--- config.mk ---
export PLATFORM = sky130hd
export DESIGN_NAME = pkt_parser
export DESIGN_NICKNAME = d
export VERILOG_FILES = /design/src/hw/parser_pkg.sv /design/src/hw/pkt_parser.sv /design/src/hw/ipv4_parser.sv /design/src/hw/eth_parser.sv /design/src/hw/hdr_collector.sv
export SDC_FILE = /design/constraint.sdc
export NUM_CORES = 1
export LEC_CHECK = 0
export BUFFER_PORTS_ARGS = -buffer_cell sky130_fd_sc_hd__buf_2
export CORE_MARGIN = 3
export CORE_UTILIZATION = 55
export DETAILED_ROUTE_END_ITERATION = 10
export GPL_TIMING_DRIVEN = 0
export PLACE_DENSITY = 0.87
export SLEW_MARGIN = 20
export SYNTH_ARGS = -nofsm -noshare
export SYNTH_HDL_FRONTEND = slang
export SYNTH_SLANG_ARGS = --single-unit
--- constraint.sdc ---
create_clock -name clk -period 7.9 [get_ports clk]
set_input_delay 0.79 -clock clk [delete_from_list [all_inputs] [get_ports clk]]
set_output_delay 0.79 -clock clk [all_outputs]
set_load 0.01 [all_outputs]
--- src/hw/parser_pkg.sv ---
`default_nettype none

package parser_pkg;

	localparam int win_bytes_default = 8;

	localparam int eth_hdr_len = 14;
	localparam int ipv4_hdr_offset = 14;
	localparam int ipv4_hdr_len = 20; // no options
	localparam int tcp_seg_offset = 34;

	localparam logic [15:0] eth_type_ipv4 = 16'h0800;
	localparam logic [7:0] ipv4_proto_tcp = 8'd6;

	// one stream beat, data[0] is the first byte on the wire
	typedef struct packed {
		logic [0:win_bytes_default-1][7:0] data;
		logic sop;
		logic eop;
	} beat_t;

	typedef struct packed {
		logic [47:0] dst;
		logic [47:0] src;
		logic [15:0] eth_type;
	} eth_fields_t;

	typedef union packed {
		logic [0:eth_hdr_len-1][7:0] raw;
		eth_fields_t fld;
	} eth_hdr_u;

	// ipv4 fields in network order
	typedef struct packed {
		logic [3:0] version;
		logic [3:0] ihl; // in 32-bit words
		logic [7:0] tos;
		logic [15:0] total_len;
		logic [15:0] id;
		logic [15:0] frag_off; // flags in the top 3 bits
		logic [7:0] ttl;
		logic [7:0] proto;
		logic [15:0] checksum;
		logic [31:0] src;
		logic [31:0] dst;
	} ipv4_fields_t;

	typedef union packed {
		logic [0:ipv4_hdr_len-1][7:0] raw;
		ipv4_fields_t fld;
	} ipv4_hdr_u;

	typedef struct packed {
		logic valid;
		eth_hdr_u hdr;
	} eth_hdr_ch_t;

	typedef struct packed {
		logic valid;
		ipv4_hdr_u hdr;
	} ipv4_hdr_ch_t;

endpackage

`default_nettype wire
--- src/hw/pkt_parser.sv ---
`timescale 1ns/1ps
`default_nettype none

module pkt_parser #(
	parameter int WIN_BYTES = parser_pkg::win_bytes_default
) (
	input wire logic clk,
	input wire logic reset,

	input wire parser_pkg::beat_t in_beat,
	input wire logic in_valid,
	output logic in_ready,

	output parser_pkg::beat_t tcp_beat,
	output logic tcp_valid,
	input wire logic tcp_ready,

	output parser_pkg::eth_hdr_ch_t eth_hdr,
	input wire logic eth_hdr_ready,

	output parser_pkg::ipv4_hdr_ch_t ipv4_hdr,
	input wire logic ipv4_hdr_ready
);

	// ipv4 stream between the stages
	parser_pkg::beat_t ipv4_beat;
	logic ipv4_valid;
	logic ipv4_ready;

	eth_parser #(
		.WIN_BYTES(WIN_BYTES)
	) u_eth (
		.clk(clk),
		.reset(reset),
		.in_beat(in_beat),
		.in_valid(in_valid),
		.in_ready(in_ready),
		.out_beat(ipv4_beat),
		.out_valid(ipv4_valid),
		.out_ready(ipv4_ready),
		.eth_hdr(eth_hdr),
		.hdr_ready(eth_hdr_ready)
	);

	ipv4_parser #(
		.WIN_BYTES(WIN_BYTES)
	) u_ipv4 (
		.clk(clk),
		.reset(reset),
		.in_beat(ipv4_beat),
		.in_valid(ipv4_valid),
		.in_ready(ipv4_ready),
		.out_beat(tcp_beat),
		.out_valid(tcp_valid),
		.out_ready(tcp_ready),
		.ipv4_hdr(ipv4_hdr),
		.hdr_ready(ipv4_hdr_ready)
	);

endmodule

`default_nettype wire

--- src/hw/ipv4_parser.sv ---
`timescale 1ns/1ps
`default_nettype none

module ipv4_parser #(
	parameter int WIN_BYTES = parser_pkg::win_bytes_default
) (
	input wire logic clk,
	input wire logic reset,
	input wire parser_pkg::beat_t in_beat,
	input wire logic in_valid,
	output logic in_ready,
	output parser_pkg::beat_t out_beat,
	output logic out_valid,
	input wire logic out_ready,
	output parser_pkg::ipv4_hdr_ch_t ipv4_hdr,
	input wire logic hdr_ready
);

	localparam logic [1:0] st_hdr = 2'd0;
	localparam logic [1:0] st_fwd = 2'd1;
	localparam logic [1:0] st_drop = 2'd2;

	localparam logic [3:0] ip_version = 4'd4;
	localparam logic [3:0] ihl_plain = 4'd5; // 20 bytes, no options

	// packet byte sitting in lane 0 of our sop beat
	localparam int stream_base = parser_pkg::ipv4_hdr_offset -
		(parser_pkg::ipv4_hdr_offset % WIN_BYTES);
	localparam int hdr_end = parser_pkg::ipv4_hdr_offset + parser_pkg::ipv4_hdr_len - 1;
	localparam bit split = ((parser_pkg::tcp_seg_offset - stream_base) / WIN_BYTES) !=
		((hdr_end - stream_base) / WIN_BYTES);

	logic [1:0] state;
	logic sop_pend; // tcp segment opens on the next beat
	logic hdr_valid;
	logic take;
	logic hdr_last;
	logic pass;
	logic fwd_now;
	logic [parser_pkg::ipv4_hdr_len*8-1:0] hdr_bytes;

	assign take = in_valid && in_ready;
	assign in_ready = (!out_valid || out_ready) && !hdr_valid;

	assign ipv4_hdr.valid = hdr_valid;
	assign ipv4_hdr.hdr = hdr_bytes;

	// only plain ipv4 carrying tcp goes on
	assign pass = (ipv4_hdr.hdr.fld.version == ip_version) &&
		(ipv4_hdr.hdr.fld.ihl == ihl_plain) &&
		(ipv4_hdr.hdr.fld.proto == parser_pkg::ipv4_proto_tcp);
	assign fwd_now = (state == st_fwd) || (state == st_hdr && hdr_last && pass && !split);

	hdr_collector #(
		.WIN_BYTES(WIN_BYTES),
		.HDR_OFFSET(parser_pkg::ipv4_hdr_offset % WIN_BYTES),
		.HDR_LEN(parser_pkg::ipv4_hdr_len)
	) u_collector (
		.clk(clk),
		.reset(reset),
		.beat(in_beat),
		.take(take),
		.hdr_bytes(hdr_bytes),
		.last(hdr_last)
	);

	always_ff @(posedge clk) begin
		if (!reset) begin
			state <= st_hdr;
			sop_pend <= 1'b0;
			out_valid <= 1'b0;
			hdr_valid <= 1'b0;
		end else begin
			if (out_ready)
				out_valid <= 1'b0;
			if (hdr_ready)
				hdr_valid <= 1'b0;
			if (take) begin
				if (fwd_now)
					out_valid <= 1'b1;
				case (state)
					st_hdr: begin
						if (hdr_last) begin
							hdr_valid <= 1'b1; // reported even when dropped
							sop_pend <= split;
							if (in_beat.eop)
								state <= st_hdr;
							else
								state <= pass ? st_fwd : st_drop;
						end
					end
					st_fwd: begin
						sop_pend <= 1'b0;
						if (in_beat.eop)
							state <= st_hdr;
					end
					default: begin
						if (in_beat.eop)
							state <= st_hdr;
					end
				endcase
			end
		end
	end

	// beats go out unaligned, the segment starts mid beat
	always_ff @(posedge clk) begin
		if (take && fwd_now) begin
			out_beat.data <= in_beat.data;
			out_beat.sop <= (state == st_hdr) || sop_pend;
			out_beat.eop <= in_beat.eop;
		end
	end

endmodule

`default_nettype wire

--- src/hw/eth_parser.sv ---
`timescale 1ns/1ps
`default_nettype none

module eth_parser #(
	parameter int WIN_BYTES = parser_pkg::win_bytes_default
) (
	input wire logic clk,
	input wire logic reset,
	input wire parser_pkg::beat_t in_beat,
	input wire logic in_valid,
	output logic in_ready,
	output parser_pkg::beat_t out_beat,
	output logic out_valid,
	input wire logic out_ready,
	output parser_pkg::eth_hdr_ch_t eth_hdr,
	input wire logic hdr_ready
);

	localparam logic [1:0] st_hdr = 2'd0;
	localparam logic [1:0] st_fwd = 2'd1;
	localparam logic [1:0] st_drop = 2'd2; // rest of a non-ipv4 packet

	// set when the ipv4 header opens a fresh beat
	localparam bit split = (parser_pkg::ipv4_hdr_offset / WIN_BYTES) !=
		((parser_pkg::eth_hdr_len - 1) / WIN_BYTES);

	logic [1:0] state;
	logic sop_pend;
	logic hdr_valid;
	logic take;
	logic hdr_last;
	logic pass;
	logic fwd_now;
	logic [parser_pkg::eth_hdr_len*8-1:0] hdr_bytes;

	assign take = in_valid && in_ready;
	assign in_ready = (!out_valid || out_ready) && !hdr_valid;

	assign eth_hdr.valid = hdr_valid;
	assign eth_hdr.hdr = hdr_bytes;

	assign pass = (eth_hdr.hdr.fld.eth_type == parser_pkg::eth_type_ipv4);
	assign fwd_now = (state == st_fwd) || (state == st_hdr && hdr_last && pass && !split);

	hdr_collector #(
		.WIN_BYTES(WIN_BYTES),
		.HDR_OFFSET(0),
		.HDR_LEN(parser_pkg::eth_hdr_len)
	) u_collector (
		.clk(clk),
		.reset(reset),
		.beat(in_beat),
		.take(take),
		.hdr_bytes(hdr_bytes),
		.last(hdr_last)
	);

	always_ff @(posedge clk) begin
		if (!reset) begin
			state <= st_hdr;
			sop_pend <= 1'b0;
			out_valid <= 1'b0;
			hdr_valid <= 1'b0;
		end else begin
			if (out_ready)
				out_valid <= 1'b0;
			if (hdr_ready)
				hdr_valid <= 1'b0;
			if (take) begin
				if (fwd_now)
					out_valid <= 1'b1;
				case (state)
					st_hdr: begin
						if (hdr_last) begin
							hdr_valid <= 1'b1;
							sop_pend <= split;
							if (in_beat.eop)
								state <= st_hdr;
							else
								state <= pass ? st_fwd : st_drop;
						end
					end
					st_fwd: begin
						sop_pend <= 1'b0;
						if (in_beat.eop)
							state <= st_hdr;
					end
					default: begin
						if (in_beat.eop)
							state <= st_hdr;
					end
				endcase
			end
		end
	end

	always_ff @(posedge clk) begin
		if (take && fwd_now) begin
			out_beat.data <= in_beat.data;
			out_beat.sop <= (state == st_hdr) || sop_pend; // first ipv4 beat
			out_beat.eop <= in_beat.eop;
		end
	end

endmodule

`default_nettype wire

--- src/hw/hdr_collector.sv ---
`timescale 1ns/1ps
`default_nettype none

module hdr_collector #(
	parameter int WIN_BYTES = 8,
	parameter int HDR_OFFSET = 0,
	parameter int HDR_LEN = 14
) (
	input wire logic clk,
	input wire logic reset,
	input wire parser_pkg::beat_t beat,
	input wire logic take,
	output logic [HDR_LEN*8-1:0] hdr_bytes,
	output logic last
);

	localparam int last_beat = (HDR_OFFSET + HDR_LEN - 1) / WIN_BYTES;
	localparam int cnt_w = $clog2(last_beat + 2);

	logic [cnt_w-1:0] cnt; // beat index, saturates past the header
	logic [cnt_w-1:0] idx;
	logic [HDR_LEN*8-1:0] hdr_q;

	// a sop beat always starts at index 0
	assign idx = beat.sop ? '0 : cnt;
	assign last = (idx == cnt_w'(last_beat));

	always_ff @(posedge clk) begin
		if (!reset) begin
			cnt <= '0;
		end else if (take) begin
			if (beat.eop)
				cnt <= '0;
			else if (idx == cnt_w'(last_beat + 1))
				cnt <= idx;
			else
				cnt <= idx + 1'b1;
		end
	end

	// stored bytes, overlaid with the lanes of the beat being taken
	always_comb begin
		hdr_bytes = hdr_q;
		for (int i = 0; i < HDR_LEN; i++) begin
			if (take && idx == cnt_w'((HDR_OFFSET + i) / WIN_BYTES))
				hdr_bytes[(HDR_LEN - 1 - i)*8 +: 8] = beat.data[(HDR_OFFSET + i) % WIN_BYTES];
		end
	end

	always_ff @(posedge clk) begin
		hdr_q <= hdr_bytes;
	end

endmodule

`default_nettype wire

==> results by group <==
Yosys
  • Syn Area/Cell: roughly 17 um^2
  • FF+latch count, synth: 417
  • Top_reg_cell synth: dfxtp_1
  • Mapped cell area: 0.0136 mm^2
  • Post-synthesis cell count: 826
  • Syn. warnings: 0
  • Sequential area share after synthesis: approximately 70%
  • Syn Nets: 905
  • EDFF count, synth: 132
  • Cell variety after synth: 47
  • Ys async rst share: 0%

Cells and area
  • Final Util: about three quarters
  • Area taken by multi-input logic gates: 0.00371 mm^2
  • Storage cell area: ~0.0097 mm^2
  • Layout fillers: 1,510
  • Post-layout net count: about 1,400
  • Area grow syn2layout: 28.0%
  • Layout Cells excl Fill: 1,637
  • Share of layout cells above drive strength 1: 54.6%

Critical path
  • Family with the most delay on the worst path: buffers and inverters
  • Worst setup EP type: primary output
  • Worst-path maximum fanout: 10
  • R2r setup slk: 4.76 ns
  • CP max-delay cell: edfxtp_1
  • Crit-path cells: nand2b_1, inv_1, ha_1, ha_1, nand3_1, buf_2, mux2_2, buf_2
  • Crit Path Category: flop to primary output
  • Reg2reg end: u_ipv4.out_beat[32]$_DFFE_PP_
  • Reg2Reg Launch Point: u_eth.out_beat[1]$_DFFE_PP_
  • CP startpoint: u_eth.out_beat[1]$_DFFE_PP_
  • Worst path bufs/invs: 3
  • Crit-path max cell delay: 0.40 ns
  • R2r worst-path depth: 9
  • CP Launch Type: flop
  • Critical Path RT: 7.11 ns
  • Critical path arrival: 2.89 ns

Timing
  • Max Clock Skew: 0.0263 ns
  • Final setup margin: 4.22 ns
  • Highest clock rate: 0.272 GHz
  • Slew @ Worst Pin: 0.694 ns
  • Worst rel slew slack: 53.3%
  • Unrepaired setup endpoints after global routing: no
  • Final period util: 46.5%
  • Final-report max-slew violation count: 0
  • Final setup fails: 0
  • Final TNS setup: 0 ns
  • Final Hold Viols: 0
  • Post-layout min period: 3.68 ns

Die
  • Io pins: 414
  • Core area: about 0.024 mm^2
  • Die area: 0.0267 mm^2
  • # rows: 56
  • Die Height: around 160 um
  • Starting Density: 57.0%
  • Die width: 163 um

Clock tree
  • Clock Tree Root: clkbuf_16
  • # clock sinks: ~420
  • TritonCTS clock tree: done
  • Max Root-Sink Buffers: 3
  • Clock Pin Slew Worst Setup and Hold Paths: 0.06 ns
  • Cts bufs inserted: a little over 40
  • Worst skew pair latency: 0.54 ns
  • Setup Buffers After CTS: 0
  • Post-cts resize count: 0
  • CTS Hold Bufs: 0
  • H-tree depth: 2

Placed design
  • Pre-CTS setup slack: 4.47 ns
  • Dpl cells: 1,560
  • DP HPWL: about 26,000 um
  • Buffers on Ports: 413
  • Routability cong.: 0.823

Pwr
  • Psw: 1.01 mW
  • Switching share of power: approximately 22%
  • Clock share of power: 40.5%
  • Logic pwr share: 8.2%
  • Worst-case vdd ir drop: 242 uV
  • Pint: between 3 and 4 mW
  • Reg power frac: 51.3%
  • Lkg Pwr: roughly 7.9 nW
  • Pwr dens: 262 mW/mm^2

Hold path
  • Min-Delay Endpoint: u_eth.out_beat[53]$_DFFE_PP_
  • Hold Startpoint: in_beat[53]
  • Worst hold path class: primary input to flop
  • WHS Path Cells: 1

Global route
  • Initial antenna violation count: 1
  • Most used routing layer: met2
  • GRT Total Usage: 25.7%
  • Total grt overflow: 0
  • Vias in the first global route: about 9,000
  • Routing usage on met1: between 20% and 30%
  • First-pass GRT wire length: 52,100 um
  • Met2 Use GR: between 40 and 50%
  • Met3 usage: around 6.5%
  • Largest net degree at the start of global routing: 45

Route
  • 1st-iter DRT viols: 508
  • Routed WL per cell: 21.7 um
  • DRT Pass-1 Iters: 6
  • Drt drc: 0
  • Final WL: 35,500 um
  • Vias per cell: 5.14
  • Final ANT Viol Nets: 0
  • Vias: 8,420

Run status
  • Status: finished clean

Run
  • Max_cap viols: 0
## synthesized netlist by cell type (2+ instances only)
cell type	instances	area, um^2
inv_1	10	37.5
nand4_1	6	37.5
mux2_2	204	2300
a41oi_1	2	17.5
nand2b_1	6	37.5
nor2_1	13	48.8
buf_4	2	15.0
nor2b_1	2	12.5
nor4_1	5	31.3
dfxtp_1	285	5710
a21o_1	2	15.0
nand3_1	4	20.0
nor3_1	3	15.0
edfxtp_1	132	3960
and3_1	2	12.5
buf_6	8	90.1
mux2_1	66	743
nand2_1	7	26.3
nand3b_1	3	22.5
a31oi_1	2	12.5
a21oi_1	8	40.0
buf_2	21	105
mux2i_1	3	30.0
ha_1	7	87.6
## power groups by stage
stage	logic (mW)	registers (mW)	clock network (mW)
final	0.376	2.35	1.85
after floorplan	0.207	2.38	0
after global placement	0.363	2.38	0
after detailed placement	0.373	2.39	0
after CTS	0.379	2.35	1.87
after global routing	0.404	2.36	1.96
## routing by layer
layer | vias to the layer above | wire [um]
met5 | - | 0
met4 | 0 | 1220
met3 | 77 | 2530
met2 | 325 | 18600
met1 | 4103 | 13100
li1 | 3915 | -
## flip-flops by register name, summed over array words and instances, names as in the netlist
signal	cells
u_ipv4.u_collector.hdr_q	160
u_eth.u_collector.hdr_q	112
u_eth.out_beat	66
u_ipv4.out_beat	66
u_ipv4.u_collector.cnt	3
u_eth.state	2
u_eth.u_collector.cnt	2
u_ipv4.state	2
u_eth.hdr_valid	1
u_eth.out_valid	1
u_ipv4.hdr_valid	1
u_ipv4.out_valid	1
## through the flow
stage	instance area (um^2)	power, mW	hold WS (ns)
after floorplan	13600	2.59	0.432
after global placement	16100	2.75	0.440
after detailed placement	16200	2.76	0.447
after CTS	17400	4.60	0.434
after global routing	17400	4.72	0.437
final	17400	4.58	0.455
## cell families after synthesis
logic type      count (synthesis)  synth area share [%]
fa+ha+maj                       7                 0.643
flops                         417                  70.9
compound gates                 22                  1.21
mux                           273                  22.5
simple gates                   64                  2.80
buf+inv                        43                  1.87
## how the worst max path moves through the flow
stage                                    endpoint  depth (start not counted)
floorplan            u_ipv4.out_beat[0]$_DFFE_PP_                          7
global placement    u_ipv4.out_beat[55]$_DFFE_PP_                          8
detailed placement                    eth_hdr[51]                          9
CTS                                  ipv4_hdr[12]                          8
global route                         ipv4_hdr[12]                          8
finish                               ipv4_hdr[12]                          8
## area by class of cell
class | instances | share of cell area (%)
Tap cell | 319 | 2.29
Timing Repair Buffer | 415 | 12.1
Clock buffer | 68 | 7.04
Multi-Input combinational cell | 366 | 21.3
Inverter | 12 | 0.272
Antenna cell | 2 | 0.0287
Clock inverter | 7 | 0.351
Buffer | 31 | 1.20
Sequential cell | 417 | 55.4
## placed cells by master, fill, tap and decap left out, drive strengths merged, types with 3 or more instances in the layout
cell    netlist  layout
nand4         6       6
o21ai         3       3
ha            7       7
dfxtp       285     285
nor3          3       3
nand2         8       8
mux2        270     270
buf          31     446
nor2b         4       4
nand3         5       5
clkinv        1       6
edfxtp      132     132
nor4          5       5
nor2         14      14
clkbuf        0      68
mux2i         3       3
nand2b        6       6
inv          11      13
nand3b        3       3
a21oi         8       8
(Power assumes the default switching activity.)
